$ cat src/rtl/imul_pkg.sv
//--------------------
// Shared widths and message types of the iterative multiplier
// Only the low half of the product is carried, so signedness does not matter
//--------------------

package imul_pkg;

  // Operand and result width in bits
  localparam int imul_nbits = 32;

  // Shift counter width, must hold imul_nbits
  localparam int imul_count_nbits = 6;

  //--------------------
  // Messages
  //--------------------

  // Request payload, 64 bits
  typedef struct packed {
    logic [imul_nbits-1:0] a;
    logic [imul_nbits-1:0] b;
  } imul_req_msg_t;

  // Response payload, low 32 bits of a*b
  typedef struct packed {
    logic [imul_nbits-1:0] result;
  } imul_resp_msg_t;

  //--------------------
  // Control and status
  //--------------------

  // Control word, ctrl to dpath
  typedef struct packed {
    logic result_en;       // Result register write enable
    logic a_mux_sel;       // 1 loads A from request
    logic b_mux_sel;       // 1 loads B from request
    logic result_mux_sel;  // 1 clears result
    logic add_mux_sel;     // 1 keeps old result, 0 takes sum
  } imul_cs_t;

  // Status word, dpath to ctrl
  typedef struct packed {
    logic b_lsb;           // Bit 0 of B register
  } imul_ss_t;

endpackage

$ cat src/rtl/imul_msg_queue.sv
//--------------------
// Two-entry valid/ready queue, one cycle of latency
// Output taken from storage, no combinational path from enq to deq
//--------------------

module imul_msg_queue #(
  parameter type msg_t = logic [31:0]
) (
  input  logic clk,
  input  logic reset,

  // Enqueue side
  input  logic enq_val,
  output logic enq_rdy,
  input  msg_t enq_msg,

  // Dequeue side
  output logic deq_val,
  input  logic deq_rdy,
  output msg_t deq_msg
);

  //--------------------
  // Storage and pointers
  //--------------------

  msg_t       entries [2];
  logic       wr_ptr;
  logic       rd_ptr;
  logic [1:0] count;

  logic enq_go;
  logic deq_go;

  // Ready whenever a slot is free
  assign enq_rdy = (count != 2'd2);
  assign deq_val = (count != 2'd0);
  assign deq_msg = entries[rd_ptr];

  assign enq_go = enq_val && enq_rdy;
  assign deq_go = deq_val && deq_rdy;

  // Payload write, no reset on storage
  always_ff @(posedge clk) begin
    if (enq_go) begin
      entries[wr_ptr] <= enq_msg;
    end
  end

  //--------------------
  // Pointer and count update
  //--------------------

  always_ff @(posedge clk) begin
    if (reset) begin
      wr_ptr <= 1'b0;
      rd_ptr <= 1'b0;
      count  <= 2'd0;
    end else begin
      if (enq_go) begin
        wr_ptr <= ~wr_ptr;
      end
      if (deq_go) begin
        rd_ptr <= ~rd_ptr;
      end
      // Simultaneous enq and deq leaves count unchanged
      case ({enq_go, deq_go})
        2'b10:   count <= count + 2'd1;
        2'b01:   count <= count - 2'd1;
        default: count <= count;
      endcase
    end
  end

endmodule

$ cat src/rtl/imul_dpath.sv
//--------------------
// Shift-and-add datapath, one multiplier bit per cycle
// A and B load every cycle the control word selects, no enables on them
//--------------------

module imul_dpath (
  input  logic                     clk,
  input  logic                     reset,

  // Message data
  input  imul_pkg::imul_req_msg_t  req_msg,
  output imul_pkg::imul_resp_msg_t resp_msg,

  // Control in, status out
  input  imul_pkg::imul_cs_t       cs,
  output imul_pkg::imul_ss_t       ss
);

  import imul_pkg::*;

  //--------------------
  // Datapath signals
  //--------------------

  logic [imul_nbits-1:0] a_reg;
  logic [imul_nbits-1:0] b_reg;
  logic [imul_nbits-1:0] result_reg;

  logic [imul_nbits-1:0] a_mux_out;
  logic [imul_nbits-1:0] b_mux_out;
  logic [imul_nbits-1:0] a_shift_out;
  logic [imul_nbits-1:0] b_shift_out;
  logic [imul_nbits-1:0] sum;
  logic [imul_nbits-1:0] add_mux_out;
  logic [imul_nbits-1:0] result_mux_out;

  //--------------------
  // Operand path
  //--------------------

  // A moves up one place per step
  assign a_shift_out = a_reg << 1;

  // B moves down, its lsb drives the add decision
  assign b_shift_out = b_reg >> 1;

  // Request operands or shifted values
  assign a_mux_out = cs.a_mux_sel ? req_msg.a : a_shift_out;
  assign b_mux_out = cs.b_mux_sel ? req_msg.b : b_shift_out;

  always_ff @(posedge clk) begin
    a_reg <= a_mux_out;
    b_reg <= b_mux_out;
  end

  //--------------------
  // Accumulator path
  //--------------------

  // Partial product added to running result
  assign sum = result_reg + a_reg;

  // Hold when B lsb is zero
  assign add_mux_out = cs.add_mux_sel ? result_reg : sum;

  // Zero at the start of a new multiply
  assign result_mux_out = cs.result_mux_sel ? '0 : add_mux_out;

  always_ff @(posedge clk) begin
    if (reset) begin
      result_reg <= '0;
    end else if (cs.result_en) begin
      result_reg <= result_mux_out;
    end
  end

  //--------------------
  // Outputs
  //--------------------

  assign ss.b_lsb = b_reg[0];

  // Result register is the response, valid only in DONE
  assign resp_msg.result = result_reg;

endmodule

$ cat src/rtl/imul_ctrl.sv
//--------------------
// IDLE/CALC/DONE control, fixed 32 shift cycles per multiply
// Holds one item at a time, no early exit on zero bits
//--------------------

module imul_ctrl (
  input  logic               clk,
  input  logic               reset,

  // Core handshake
  input  logic               req_val,
  output logic               req_rdy,
  output logic               resp_val,
  input  logic               resp_rdy,

  // Control out, status in
  output imul_pkg::imul_cs_t cs,
  input  imul_pkg::imul_ss_t ss
);

  import imul_pkg::*;

  //--------------------
  // State
  //--------------------

  typedef enum logic [1:0] {
    STATE_IDLE,
    STATE_CALC,
    STATE_DONE
  } state_t;

  state_t state_reg;
  state_t state_next;

  logic [imul_count_nbits-1:0] counter;

  logic req_go;
  logic resp_go;
  logic is_calc_done;

  assign req_go  = req_val && req_rdy;
  assign resp_go = resp_val && resp_rdy;

  // Last of the imul_nbits shift cycles
  assign is_calc_done = (counter == imul_count_nbits'(imul_nbits - 1));

  always_ff @(posedge clk) begin
    if (reset) begin
      state_reg <= STATE_IDLE;
    end else begin
      state_reg <= state_next;
    end
  end

  // Cleared on accept, one step per CALC cycle
  always_ff @(posedge clk) begin
    if (reset) begin
      counter <= '0;
    end else if (state_reg == STATE_IDLE && req_go) begin
      counter <= '0;
    end else if (state_reg == STATE_CALC) begin
      counter <= counter + 1'b1;
    end
  end

  //--------------------
  // Transitions
  //--------------------

  always_comb begin
    state_next = state_reg;
    case (state_reg)
      STATE_IDLE: if (req_go) state_next = STATE_CALC;
      STATE_CALC: if (is_calc_done) state_next = STATE_DONE;
      STATE_DONE: if (resp_go) state_next = STATE_IDLE;
      default:    state_next = STATE_IDLE;
    endcase
  end

  //--------------------
  // Control word table
  //--------------------

  // Columns: rdy val | result_en a_sel b_sel result_sel add_sel
  always_comb begin
    req_rdy  = 1'b0;
    resp_val = 1'b0;
    cs       = '{result_en: 1'b0, a_mux_sel: 1'b0, b_mux_sel: 1'b0,
                 result_mux_sel: 1'b0, add_mux_sel: 1'b1};
    case (state_reg)
      // Load operands, clear result
      STATE_IDLE: begin
        req_rdy = 1'b1;
        cs      = '{result_en: 1'b1, a_mux_sel: 1'b1, b_mux_sel: 1'b1,
                    result_mux_sel: 1'b1, add_mux_sel: 1'b0};
      end
      STATE_CALC: begin
        if (ss.b_lsb) begin
          // Add and shift
          cs = '{result_en: 1'b1, a_mux_sel: 1'b0, b_mux_sel: 1'b0,
                 result_mux_sel: 1'b0, add_mux_sel: 1'b0};
        end else begin
          // Shift only, result held through add mux
          cs = '{result_en: 1'b1, a_mux_sel: 1'b0, b_mux_sel: 1'b0,
                 result_mux_sel: 1'b0, add_mux_sel: 1'b1};
        end
      end
      // Result frozen until consumer takes it
      STATE_DONE: begin
        resp_val = 1'b1;
      end
      default: begin
        req_rdy  = 1'b0;
        resp_val = 1'b0;
      end
    endcase
  end

endmodule

$ cat src/rtl/imul_top.sv
//--------------------
// Multiplier with request and response queues
// Up to five items in flight, latency varies with back-pressure
//--------------------

module imul_top (
  input  logic                     clk,
  input  logic                     reset,

  // Request side
  input  logic                     req_val,
  output logic                     req_rdy,
  input  imul_pkg::imul_req_msg_t  req_msg,

  // Response side
  output logic                     resp_val,
  input  logic                     resp_rdy,
  output imul_pkg::imul_resp_msg_t resp_msg
);

  import imul_pkg::*;

  //--------------------
  // Internal wires
  //--------------------

  // Request queue to core
  logic           core_req_val;
  logic           core_req_rdy;
  imul_req_msg_t  core_req_msg;

  // Core to response queue
  logic           core_resp_val;
  logic           core_resp_rdy;
  imul_resp_msg_t core_resp_msg;

  imul_cs_t cs;
  imul_ss_t ss;

  imul_msg_queue #(.msg_t(imul_req_msg_t)) req_queue (
    .clk     (clk),
    .reset   (reset),
    .enq_val (req_val),
    .enq_rdy (req_rdy),
    .enq_msg (req_msg),
    .deq_val (core_req_val),
    .deq_rdy (core_req_rdy),
    .deq_msg (core_req_msg)
  );

  //--------------------
  // Multiplier core
  //--------------------

  imul_ctrl ctrl (
    .clk      (clk),
    .reset    (reset),
    .req_val  (core_req_val),
    .req_rdy  (core_req_rdy),
    .resp_val (core_resp_val),
    .resp_rdy (core_resp_rdy),
    .cs       (cs),
    .ss       (ss)
  );

  // Operands taken straight from request queue head
  imul_dpath dpath (
    .clk      (clk),
    .reset    (reset),
    .req_msg  (core_req_msg),
    .resp_msg (core_resp_msg),
    .cs       (cs),
    .ss       (ss)
  );

  imul_msg_queue #(.msg_t(imul_resp_msg_t)) resp_queue (
    .clk     (clk),
    .reset   (reset),
    .enq_val (core_resp_val),
    .enq_rdy (core_resp_rdy),
    .enq_msg (core_resp_msg),
    .deq_val (resp_val),
    .deq_rdy (resp_rdy),
    .deq_msg (resp_msg)
  );

endmodule

$ cat config.mk
export PLATFORM = sky130hd
export DESIGN_NAME = imul_top
export DESIGN_NICKNAME = d
export VERILOG_FILES = /design/src/rtl/imul_pkg.sv /design/src/rtl/imul_msg_queue.sv /design/src/rtl/imul_dpath.sv /design/src/rtl/imul_ctrl.sv /design/src/rtl/imul_top.sv
export SDC_FILE = /design/constraint.sdc
export NUM_CORES = 1
export LEC_CHECK = 0
export BUFFER_PORTS_ARGS = -buffer_cell sky130_fd_sc_hd__buf_2
export CAP_MARGIN = 20
export CORE_MARGIN = 8
export CORE_UTILIZATION = 40
export DETAILED_ROUTE_END_ITERATION = 8
export PLACE_DENSITY_LB_ADDON = 0.3
export REMOVE_ABC_BUFFERS = 1
export SYNTH_ARGS = -nofsm -noshare
export SYNTH_HDL_FRONTEND = slang
export SYNTH_SLANG_ARGS = --single-unit
$ cat constraint.sdc
create_clock -name clk -period 7.45 [get_ports clk]
set_clock_uncertainty 0.1 [all_clocks]
set_input_delay 1.1175 -clock clk [delete_from_list [all_inputs] [get_ports clk]]
set_output_delay 1.1175 -clock clk [all_outputs]
set_load 0.01 [all_outputs]
==> results of run 1 <==
==> cells in the final DEF, fill, tap and decap left out, types with 3 or more instances in the layout <==
| cell type | synthesis | routed |
|---|---|---|
| a211oi_1 | 4 | 4 |
| a21o_1 | 14 | 14 |
| a21oi_1 | 31 | 31 |
| a22oi_1 | 13 | 13 |
| a31oi_1 | 3 | 3 |
| and2_1 | 5 | 5 |
| and3_1 | 5 | 4 |
| buf_2 | 3 | 101 |
| buf_4 | 1 | 8 |
| bufinv_16 | 0 | 3 |
| clkbuf_1 | 24 | 5 |
| clkbuf_16 | 0 | 33 |
| clkbuf_8 | 2 | 6 |
| clkinv_1 | 0 | 3 |
| clkinv_2 | 0 | 4 |
| dfxtp_1 | 114 | 113 |
| edfxtp_1 | 192 | 192 |
| ha_1 | 34 | 34 |
| inv_1 | 14 | 14 |
| mux2_2 | 32 | 32 |
| mux2i_1 | 67 | 67 |
| nand2_1 | 92 | 92 |
| nand2b_1 | 7 | 7 |
| nand3_1 | 7 | 7 |
| nand4_1 | 3 | 3 |
| nor2_1 | 48 | 46 |
| nor2b_1 | 8 | 8 |
| nor3_1 | 6 | 6 |
| o2111ai_1 | 4 | 4 |
| o211ai_1 | 6 | 6 |
| o21a_1 | 8 | 8 |
| o21ai_0 | 82 | 82 |
| o21ai_1 | 6 | 6 |
| o21bai_1 | 9 | 9 |
| o31ai_1 | 3 | 3 |
| or3_1 | 6 | 6 |
| xnor2_1 | 16 | 16 |
| xor2_1 | 14 | 14 |
==> layer usage <==
layer  up-vias  share of wire
met1      3336           0.45
met5         -         0.0042
met2       135           0.45
met4        16          0.022
li1       3676              -
met3        52          0.067
==> power breakdown <==
group          switching [W]  total, W  internal (W)
Sequential          0.000201   0.00240       0.00220
Clock               0.000619   0.00158      0.000966
Combinational       0.000824   0.00139      0.000566
Total                0.00164   0.00538       0.00374
==> kinds of logic (layout without fill, tap and decap cells) <==
group           after synthesis  count (layout)  synth area share
flops                       306             306             0.655
mux                          99              99            0.0839
buf+inv                      54             182            0.0193
simple gates                203             203            0.0773
other cells                   0               1                 0
fa+ha+maj                    35              35            0.0362
compound gates              206             206             0.107
xor+xnor                     30              30            0.0214
==> area by class of cell <==
| class | count | share of cell area |
|---|---|---|
| Antenna cell | 1 | 0.000175 |
| Clock buffer | 44 | 0.0649 |
| Clock inverter | 13 | 0.0102 |
| Inverter | 15 | 0.00394 |
| Multi-Input combinational cell | 573 | 0.281 |
| Sequential cell | 306 | 0.563 |
| Tap cell | 396 | 0.0347 |
| Timing Repair Buffer | 110 | 0.0415 |
==> how the worst min path moves through the flow <==
stage	to	slack, ns	depth (start not counted)
2_1_floorplan	dpath.b_reg[0]$_DFF_P_	0.30	2
3_3_place_gp	dpath.b_reg[1]$_DFF_P_	0.32	2
3_5_place_dp	dpath.b_reg[16]$_DFF_P_	0.31	2
4_1_cts	dpath.b_reg[15]$_DFF_P_	0.33	2
5_1_grt	dpath.b_reg[24]$_DFF_P_	0.36	2
6_report	dpath.b_reg[1]$_DFF_P_	0.33	2
==> critical path, stage by stage, from the launching register on <==
cell     delay (ns)
dfxtp_1        0.30
buf_4          0.37
mux2_2         0.42
buf_2          0.15
==> stage by stage <==
stage,instances,util
floorplan,894,-
global placement,1399,0.433
detailed placement,1400,0.434
CTS,1457,0.470
global route,1458,0.470
finish,1458,0.470
==> reports/summary.txt, run 1 <==
fin nets: 1140
Post-CTS Setup Bufs: 0
die area: 36600 um2
I/O Buffers: 101
DRT iter0 DRCs: 220
Worst Setup Start Kind: register
RSZ-0062 raised after global routing: false
r2r endpoint: dpath.resp_msg[31]$_SDFFE_PP0P_
first-pass GRT wire length: 37.5 mm
htree depth: 1
Avg WL per Cell: 15.8 um
drt pass-1 iters: 4
drt drc: 0
crit path kind: register to output port
Die Wd: 191 um
GR Layer Usage met3: 0.0354
hold_ws: 0.327 ns
Leakage Power: 5.33 nW
total gr overflow: 0
Slew Limit Fails: 0
share of Yosys cell area claimed by the top area cell type: 0.469
status: complete, no violations
aggregate routed wire length: 23.1 mm
Syn Area/Cell: 13.2 um2
CTS Buffer Depth: 3
slew margin rel.: 0.401
CTS tree: built
Synth async-reset ratio: 0
count of different cell masters after synthesis: 69
FF-to-FF Start: dpath.resp_msg[20]$_SDFFE_PP0P_
initial antenna violation count: 9
min-delay src: dpath.b_reg[2]$_DFF_P_
CTS Buf Count: 31
peak supply drop: 217 uV
top-count cell post-synth: edfxtp_1
placed inst area: 13200 um2
layout overhead on the synthesized area: 16.3%
top flop regs: req_queue.entries: 128 flops, resp_queue.entries: 64 flops
Synth area leader: edfxtp_1
crit path time final: 3.01 ns
register area: 8050 um2
# IOs: 102
DR vias/cell: 4.95
cts hold-fix bufs: 0
most flop-heavy register: req_queue.entries
Critical Path Fanout Max: 32
Synth Cell Area: 12300 um2
CORE AREA: 30400 um2
final worst setup slack: 4.44 ns
synth top area cells: edfxtp_1 47%, dfxtp_1 19%, mux2i_1 5.5%
GR Util met1: 0.164
maxcap violations: 0
final instance area: 14300 um2
Slew @ Worst Pin: 0.898 ns
Syn Inst Count: 933
Reg2Reg Setup Slack: 4.59 ns
max reg flops: 128
Die Ht: 191 um
nature of the critical path endpoint: output port
R2R cell count: 9
Final TNS setup: 0 ns
Tcrit/Tclk final: 0.404
commonest register cell after synthesis: edfxtp_1
clk root buf: clkbuf_16
Final Power: 0.00538 W
Final Hold Vio Count: 0
synth warn: 0
Arr. time, crit path: 1.79 ns
Sink Count: 306
area of the multi-input gates: 4020 um2
share of cells above drive strength 1: 0.204
GRT busiest layer: met2
vias in the first global route: 7314
last element of the critical path: resp_msg[0]
Final Setup Violations: 0
via count: 7215
Initial Util: 0.404
Routed Antenna Nets: 0
worst hold path class: register to register
sequential fraction of the synthesis area: 0.655
Clock Latency Late Sink: 0.55 ns
Reg clk slew, reported paths: 0.06 ns
Site Rows: 64
Seq cells post-synth: 306
Post-synth top cells: 192 x edfxtp_1, 114 x dfxtp_1, 92 x nand2_1
pin count of the biggest net entering global routing: 67
number of flops mapped to enable cells by yosys: 192
post-CTS sizing: 0
GRT Total Usage: 0.126
RD Place Congestion: 0.844
DPL Wire Length: 15.8 mm
CP required: 6.23 ns
fmax: 332 MHz
fillers: 2770
pwr dens: 376 nW/um2
met2 usage: 0.203
worst slack, placed: 4.44 ns
No activity file was read; power rests on OpenSTA's default activity.
==> run 2: changes to the inputs <==
Settings changed: ABC_AREA from default to 1.
Clock period 7.45 ns to 2.95 ns, I/O delays scaled along.
==> run 2 against run 1 <==
- largest power group unchanged
- utilization grew 0.41 points
- die area grew 5.4%
- synthesized cell count grew 41%
==> reports/summary.txt, run 2 <==
share of Yosys cell area claimed by the top area cell type: 0.443 (-0.0262)
NetSw: 0.00503 W (+210%)
crit-path cells: buf_4, mux2_2, buf_2
Initial Util: 0.403 (-0.000742)
worst hold path class: primary input to register
number of flops mapped to enable cells by yosys: 192 (unchanged)
sequential fraction of the synthesis area: 0.618 (-0.0366)
CTS Buffer Depth: 3 (unchanged)
GR Layer Usage met3: 0.0355 (+0.0000882)
R2R cell count: 13 (+4)
status: complete, no violations
Final Power: 0.0147 W (+170%)
DR vias/cell: 4.77 (-3.6%)
GR Util met1: 0.177 (+0.0130)
Worst Setup Start Kind: register
die area: 38600 um2 (+5.4%)
max reg flops: 128 (unchanged)
Hold Path Cell Cnt: 1 (-1)
met2 usage: 0.245 (+0.0425)
Tcrit/Tclk final: 0.774
crit path time final: 2.28 ns
fin nets: 1536 (+35%)
Syn Inst Count: 1312 (+41%)
fillers: 3008 (+8.6%)
slew margin rel.: 0.556 (+0.155)
htree depth: 2 (+1)
internal power: 0.00968 W (+160%)
Syn Area/Cell: 9.92 um2 (-25%)
drt drc: 0 (unchanged)
Routed Antenna Nets: 0 (unchanged)
critical path's largest stage delay: 0.40 ns (-0.02 ns)
GRT Total Usage: 0.144 (+0.0182)
clk root buf: clkbuf_16
drt pass-1 iters: 7 (+3)
Clock Latency Late Sink: 0.51 ns (-0.04 ns)
power share of the clock group: 0.291 (-0.004)
Max stage delay cell, worst path: mux2_2
initial antenna violation count: 8 (-1)
Critical Path Fanout Max: 32 (unchanged)
crit path kind: register to output port
aggregate routed wire length: 27.9 mm (+21%)
Slew Limit Fails: 0 (unchanged)
Sink Count: 306 (unchanged)
Reg2Reg Setup Slack: 0.77 ns (-3.82 ns)
Site Rows: 66 (+3.1%)
Synth async-reset ratio: 0 (unchanged)
synth top area cells: edfxtp_1 44%, dfxtp_1 18%, nand2_1 9.2%
Arr. time, crit path: 1.74 ns (-0.05 ns)
Die Ht: 196 um (+2.7%)
CP required: 2.41 ns (-3.82 ns)
FF-to-FF Start: dpath.resp_msg[0]$_SDFFE_PP0P_
last element of the critical path: resp_msg[16]
vias in the first global route: 9032 (+23%)
layout overhead on the synthesized area: 17.5%
r2r endpoint: dpath.resp_msg[28]$_SDFFE_PP0P_
# IOs: 102 (unchanged)
Logic pwr share: 0.297 (+0.038)
count of different cell masters after synthesis: 39 (-43%)
pin count of the biggest net entering global routing: 66 (-1.5%)
sequential fraction of design power: 0.412 (-0.035)
Final Hold Vio Count: 0 (unchanged)
Die Wd: 196 um (+2.7%)
min-delay src: req_msg[63]
CORE AREA: 32300 um2 (+6.1%)
via count: 9067 (+26%)
maxcap violations: 0 (unchanged)
most flop-heavy register: req_queue.entries
total gr overflow: 0 (unchanged)
RD Place Congestion: 0.892 (+5.7%)
most frequent cells in the layout: 319 x nand2_1, 192 x edfxtp_1, 138 x o21ai_0
fmax: 438 MHz
Avg WL per Cell: 14.7 um (-7.4%)
most common library cell in the layout ignoring fill and taps: nand2_1
Reg clk slew, reported paths: 0.06 ns (about the same)
CTS tree: built
Synth area leader: edfxtp_1
Post-synth top cells: 319 x nand2_1, 192 x edfxtp_1, 138 x o21ai_0
top-count cell post-synth: nand2_1
RSZ-0062 raised after global routing: false
DPL Wire Length: 18.9 mm (+20%)
Sw Ratio: 0.342 (+0.0362)
Slew @ Worst Pin: 0.666 ns (-0.233 ns)
DRT iter0 DRCs: 410 (+86%)
Final Setup Violations: 0 (unchanged)
I/O Buffers: 101 (unchanged)
Synth Cell Area: 13000 um2 (+5.9%)
first-pass GRT wire length: 45.4 mm (+21%)
synth warn: 0 (unchanged)
nature of the critical path endpoint: output port
Seq cells post-synth: 306 (unchanged)
pwr dens: 961 nW/um2 (+160%)
peak supply drop: 508 uV (+130%)
Util after Layout: 0.474 (+0.00407)
post-CTS sizing: 0 (unchanged)
GRT busiest layer: met2
top flop regs: req_queue.entries: 128 flops, resp_queue.entries: 64 flops
Leakage Power: 6.28 nW (+18%)
share of cells above drive strength 1: 0.171 (-0.0321)
CTS Buf Count: 34 (+9.7%)
commonest register cell after synthesis: edfxtp_1
## run 2: how the worst min path moves through the flow
stage,endpoint,slack [ns]
floorplan,dpath.b_reg[0]$_DFF_P_,0.31
detailed placement,dpath.b_reg[2]$_DFF_P_,0.32
CTS,req_queue.entries[0][63]$_DFFE_PP_,0.002
finish,req_queue.entries[0][63]$_DFFE_PP_,0.02
global placement,dpath.b_reg[30]$_DFF_P_,0.31
global route,req_queue.entries[0][12]$_DFFE_PP_,0.001
## run 2: through the flow
step | area [um2] | instances | hold WS [ns] | setup TNS [ns] | setup WS [ns]
global route | 15300 | 1900 | 0.00140 | 0 | 0.543
finish | 15300 | 1901 | 0.0217 | 0 | 0.667
detailed placement | 14000 | 1827 | 0.319 | 0 | 0.773
global placement | 14000 | 1826 | 0.314 | 0 | 0.822
CTS | 15300 | 1897 | 0.00153 | 0 | 0.614
floorplan | 12800 | 1272 | 0.306 | -128.19 | -1.01
## run 2: final cells by class
class	count	area (um2)	area share
Sequential cell	306	8050	0.526
Multi-Input combinational cell	825	4260	0.278
Clock buffer	45	953	0.0623
Timing Repair Buffer	125	753	0.0492
Tap cell	442	553	0.0362
Inverter	141	529	0.0346
Clock inverter	16	199	0.0130
Antenna cell	1	2.50	0.000164
## run 2: critical path: cells and delay by family, from the launching register on
family / cells / cell delay, ns
buffers and inverters: 2 / 0.51
muxes: 1 / 0.40
DFF: 1 / 0.30
## run 2: routing by layer
layer  vias to the layer above  wire [um]
li1                       4631          -
met1                      4185      12500
met2                       172      13100
met3                        65       1500
met4                        14        759
met5                         -         93
## run 2: cell families (layout without fill, tap and decap cells)
| kind of cell | count (synthesis) | in the layout | share of synthesized area |
|---|---|---|---|
| other cells | 0 | 1 | 0 |
| simple gates | 518 | 518 | 0.166 |
| fa+ha+maj | 35 | 35 | 0.0342 |
| mux | 32 | 32 | 0.0277 |
| compound gates | 237 | 237 | 0.0952 |
| xor+xnor | 3 | 3 | 0.00202 |
| flops | 306 | 306 | 0.618 |
| buf+inv | 181 | 327 | 0.0563 |
## run 2: what timing repair did
| action | CTS | global route |
|---|---|---|
| hold endpoints to repair | 17 | 6 |
| setup endpoints to repair | 0 | 0 |
| setup buffers | 0 | 0 |
| hold buffers | 9 | 3 |
## run 2: power by group through the flow
stage / Clock [W] / Combinational, W / Sequential, W
floorplan: 0 / 0.00301 / 0.00605
global placement: 0 / 0.00433 / 0.00610
detailed placement: 0 / 0.00443 / 0.00613
CTS: 0.00439 / 0.00445 / 0.00605
global route: 0.00454 / 0.00503 / 0.00614
finish: 0.00428 / 0.00437 / 0.00605
==> run 3: changes to the inputs <==
Clock period 2.95 ns to 2 ns, I/O delays scaled along.
==> run 3 against run 2 <==
- the run now ends with setup timing left
- power grew 53%
- non-clock buffer count grew 85
- clock-buffer cell count grew 3
- final area grew 9.6%
- hold slack gained 0.31 ns
- largest cell class unchanged
- combinational power grew 77%
- first-iteration DRC count grew 14%
- wire length grew 5.3%
- highest routed layer unchanged
- critical path type unchanged
- die area is the same
==> reports/summary.txt, run 3 (synthesized netlist as in run 2, its figures left out) <==
status: finished, violations left
failing checks: setup timing
slew margin rel.: 0.776 (+0.220)
sequential fraction of design power: 0.399 (-0.013)
Slew Limit Fails: 0 (unchanged)
Util after Layout: 0.519 (+0.0456)
peak supply drop: 851 uV (+68%)
Initial Util: 0.403 (unchanged)
die area: 38600 um2 (unchanged)
Final Hold Vio Count: 0 (unchanged)
clk root buf: clkbuf_16
Reg clk slew, reported paths: 0.06 ns (about the same)
most frequent cells in the layout: 312 x nand2_1, 192 x edfxtp_1, 137 x o21ai_0
power share of the clock group: 0.259 (-0.032)
Avg WL per Cell: 14.8 um (+0.64%)
most common library cell in the layout ignoring fill and taps: nand2_1
cell family with most CP delay: buffers and inverters
NetSw: 0.00773 W (+54%)
worst hold path class: register to register
Tcrit/Tclk final: 1.03
drt pass-1 iters: 5 (-2)
Slew @ Worst Pin: 0.336 ns (-0.330 ns)
crit-path cells: buf_12, buf_16, mux2_4, buf_6
crit path kind: register to output port
DR vias/cell: 4.75 (-0.39%)
layout overhead on the synthesized area: 28.8%
nature of the critical path endpoint: output port
Sw Ratio: 0.343 (+0.000974)
I/O Buffers: 101 (unchanged)
via count: 9450 (+4.2%)
placed inst area: 14300 um2 (+1.9%)
final instance area: 16800 um2 (+9.6%)
pin count of the biggest net entering global routing: 64 (-3.0%)
Max stage delay cell, worst path: dfxtp_4
pwr dens: 1350 nW/um2 (+40%)
Final Setup Violations: 17 (+17)
CTS Buf Count: 31 (-8.8%)
worst slack, placed: -0.0738 ns (-0.847 ns)
Critical Path Fanout Max: 8 (-75%)
max reg flops: 128 (unchanged)
internal power: 0.0148 W (+53%)
RSZ-0062 raised after global routing: true
initial antenna violation count: 8 (unchanged)
register area: 8070 um2 (+0.31%)
fmax: 486 MHz
DRT iter0 DRCs: 467 (+14%)
Worst Path Buf+Inv: 3 (+1)
maxcap violations: 0 (unchanged)
Arr. time, crit path: 1.66 ns (-0.08 ns)
Final TNS setup: -0.837 ns (-0.837 ns)
Leakage Power: 6.82 nW (+8.6%)
first-pass GRT wire length: 47.7 mm (+5.1%)
Sink Count: 306 (unchanged)
# IOs: 102 (unchanged)
CTS Buffer Depth: 3 (unchanged)
CP required: 1.60 ns (-0.81 ns)
Clock Latency Late Sink: 0.58 ns (+0.07 ns)
FF-to-FF Start: dpath.resp_msg[7]$_SDFFE_PP0P_
CORE AREA: 32300 um2 (unchanged)
Worst Setup Start Kind: register
Site Rows: 66 (unchanged)
vias in the first global route: 9522 (+5.4%)
final worst setup slack: -0.0594 ns (-0.727 ns)
critical path's largest stage delay: 0.37 ns (-0.03 ns)
Die Wd: 196 um (unchanged)
top flop regs: req_queue.entries: 128 flops, resp_queue.entries: 64 flops
RD Place Congestion: 0.910 (+2.1%)
Logic pwr share: 0.343 (+0.046)
Die Ht: 196 um (unchanged)
total gr overflow: 0 (unchanged)
fillers: 2883 (-4.2%)
Routed Antenna Nets: 0 (unchanged)
area of the multi-input gates: 4670 um2 (+9.8%)
DPL Wire Length: 19.9 mm (+5.2%)
fin nets: 1618 (+5.3%)
min-delay src: dpath.b_reg[30]$_DFF_P_
htree depth: 1 (-1)
most flop-heavy register: req_queue.entries
GRT Total Usage: 0.151 (+0.00683)
drt drc: 0 (unchanged)
share of cells above drive strength 1: 0.229 (+0.0571)
crit path time final: 2.06 ns
Final Power: 0.0226 W (+53%)
aggregate routed wire length: 29.3 mm (+5.3%)
CTS tree: built
## run 3: final timing paths
path                                                  endpoint  slack (ns)  cells past startpoint
worst max-delay path                               resp_msg[0]       -0.06                      4
worst min-delay path                   dpath.b_reg[29]$_DFF_P_        0.33                      2
worst max register to register  dpath.resp_msg[8]$_SDFFE_PP0P_        0.09                     11
worst min register to register         dpath.b_reg[29]$_DFF_P_        0.33                      2
## run 3: worst register-to-register path, cell delays in order (launching register included)
cell and delay (ns):
dfxtp_1 0.45, ha_4 0.26, nand2_1 0.16, inv_1 0.06, nand2_1 0.06, nand2_1 0.06
inv_1 0.06, nand2_2 0.06, buf_4 0.13, or2_2 0.26, nand3_1 0.07, a21oi_1 0.06
## run 3: power by group through the flow
stage	Sequential, W	Clock (W)	Combinational, W
after floorplan	0.00893	0	0.00444
after global placement	0.00898	0	0.00673
after detailed placement	0.00902	0	0.00683
after CTS	0.00890	0.00597	0.00740
after global routing	0.00914	0.00624	0.00871
final	0.00899	0.00583	0.00773
## run 3: layer usage
metal  share of wire  track usage  wire, um
met4           0.026       0.0452       762
met3           0.051       0.0281      1500
met1            0.44        0.184     12800
met5         0.00034            0        10
met2            0.49        0.268     14300
## run 3: repair_timing
action | CTS | global route
hold buffers | 67 | 0
pin swaps | 1 | 11
endpoints found under the hold margin | 133 | 0
gates cloned | 2 | 0
endpoints found under the setup margin | 39 | 52
gates resized for setup | 61 | 90
buffers inserted | 1 | 4
## run 3: cell type report
class	instances	area share
flip-flops and latches	306	0.481
multi-input cells	825	0.279
repair buffers	210	0.111
clock buffers	48	0.0555
well taps	442	0.0330
inverters	141	0.0316
clock inverters	10	0.00724
diodes	7	0.00104
## run 3: stage by stage
step,instances,hold slack [ns]
after global routing,1989,0.338
after detailed placement,1850,0.315
after floorplan,1272,0.262
after global placement,1850,0.313
after CTS,1978,0.319
final,1989,0.333
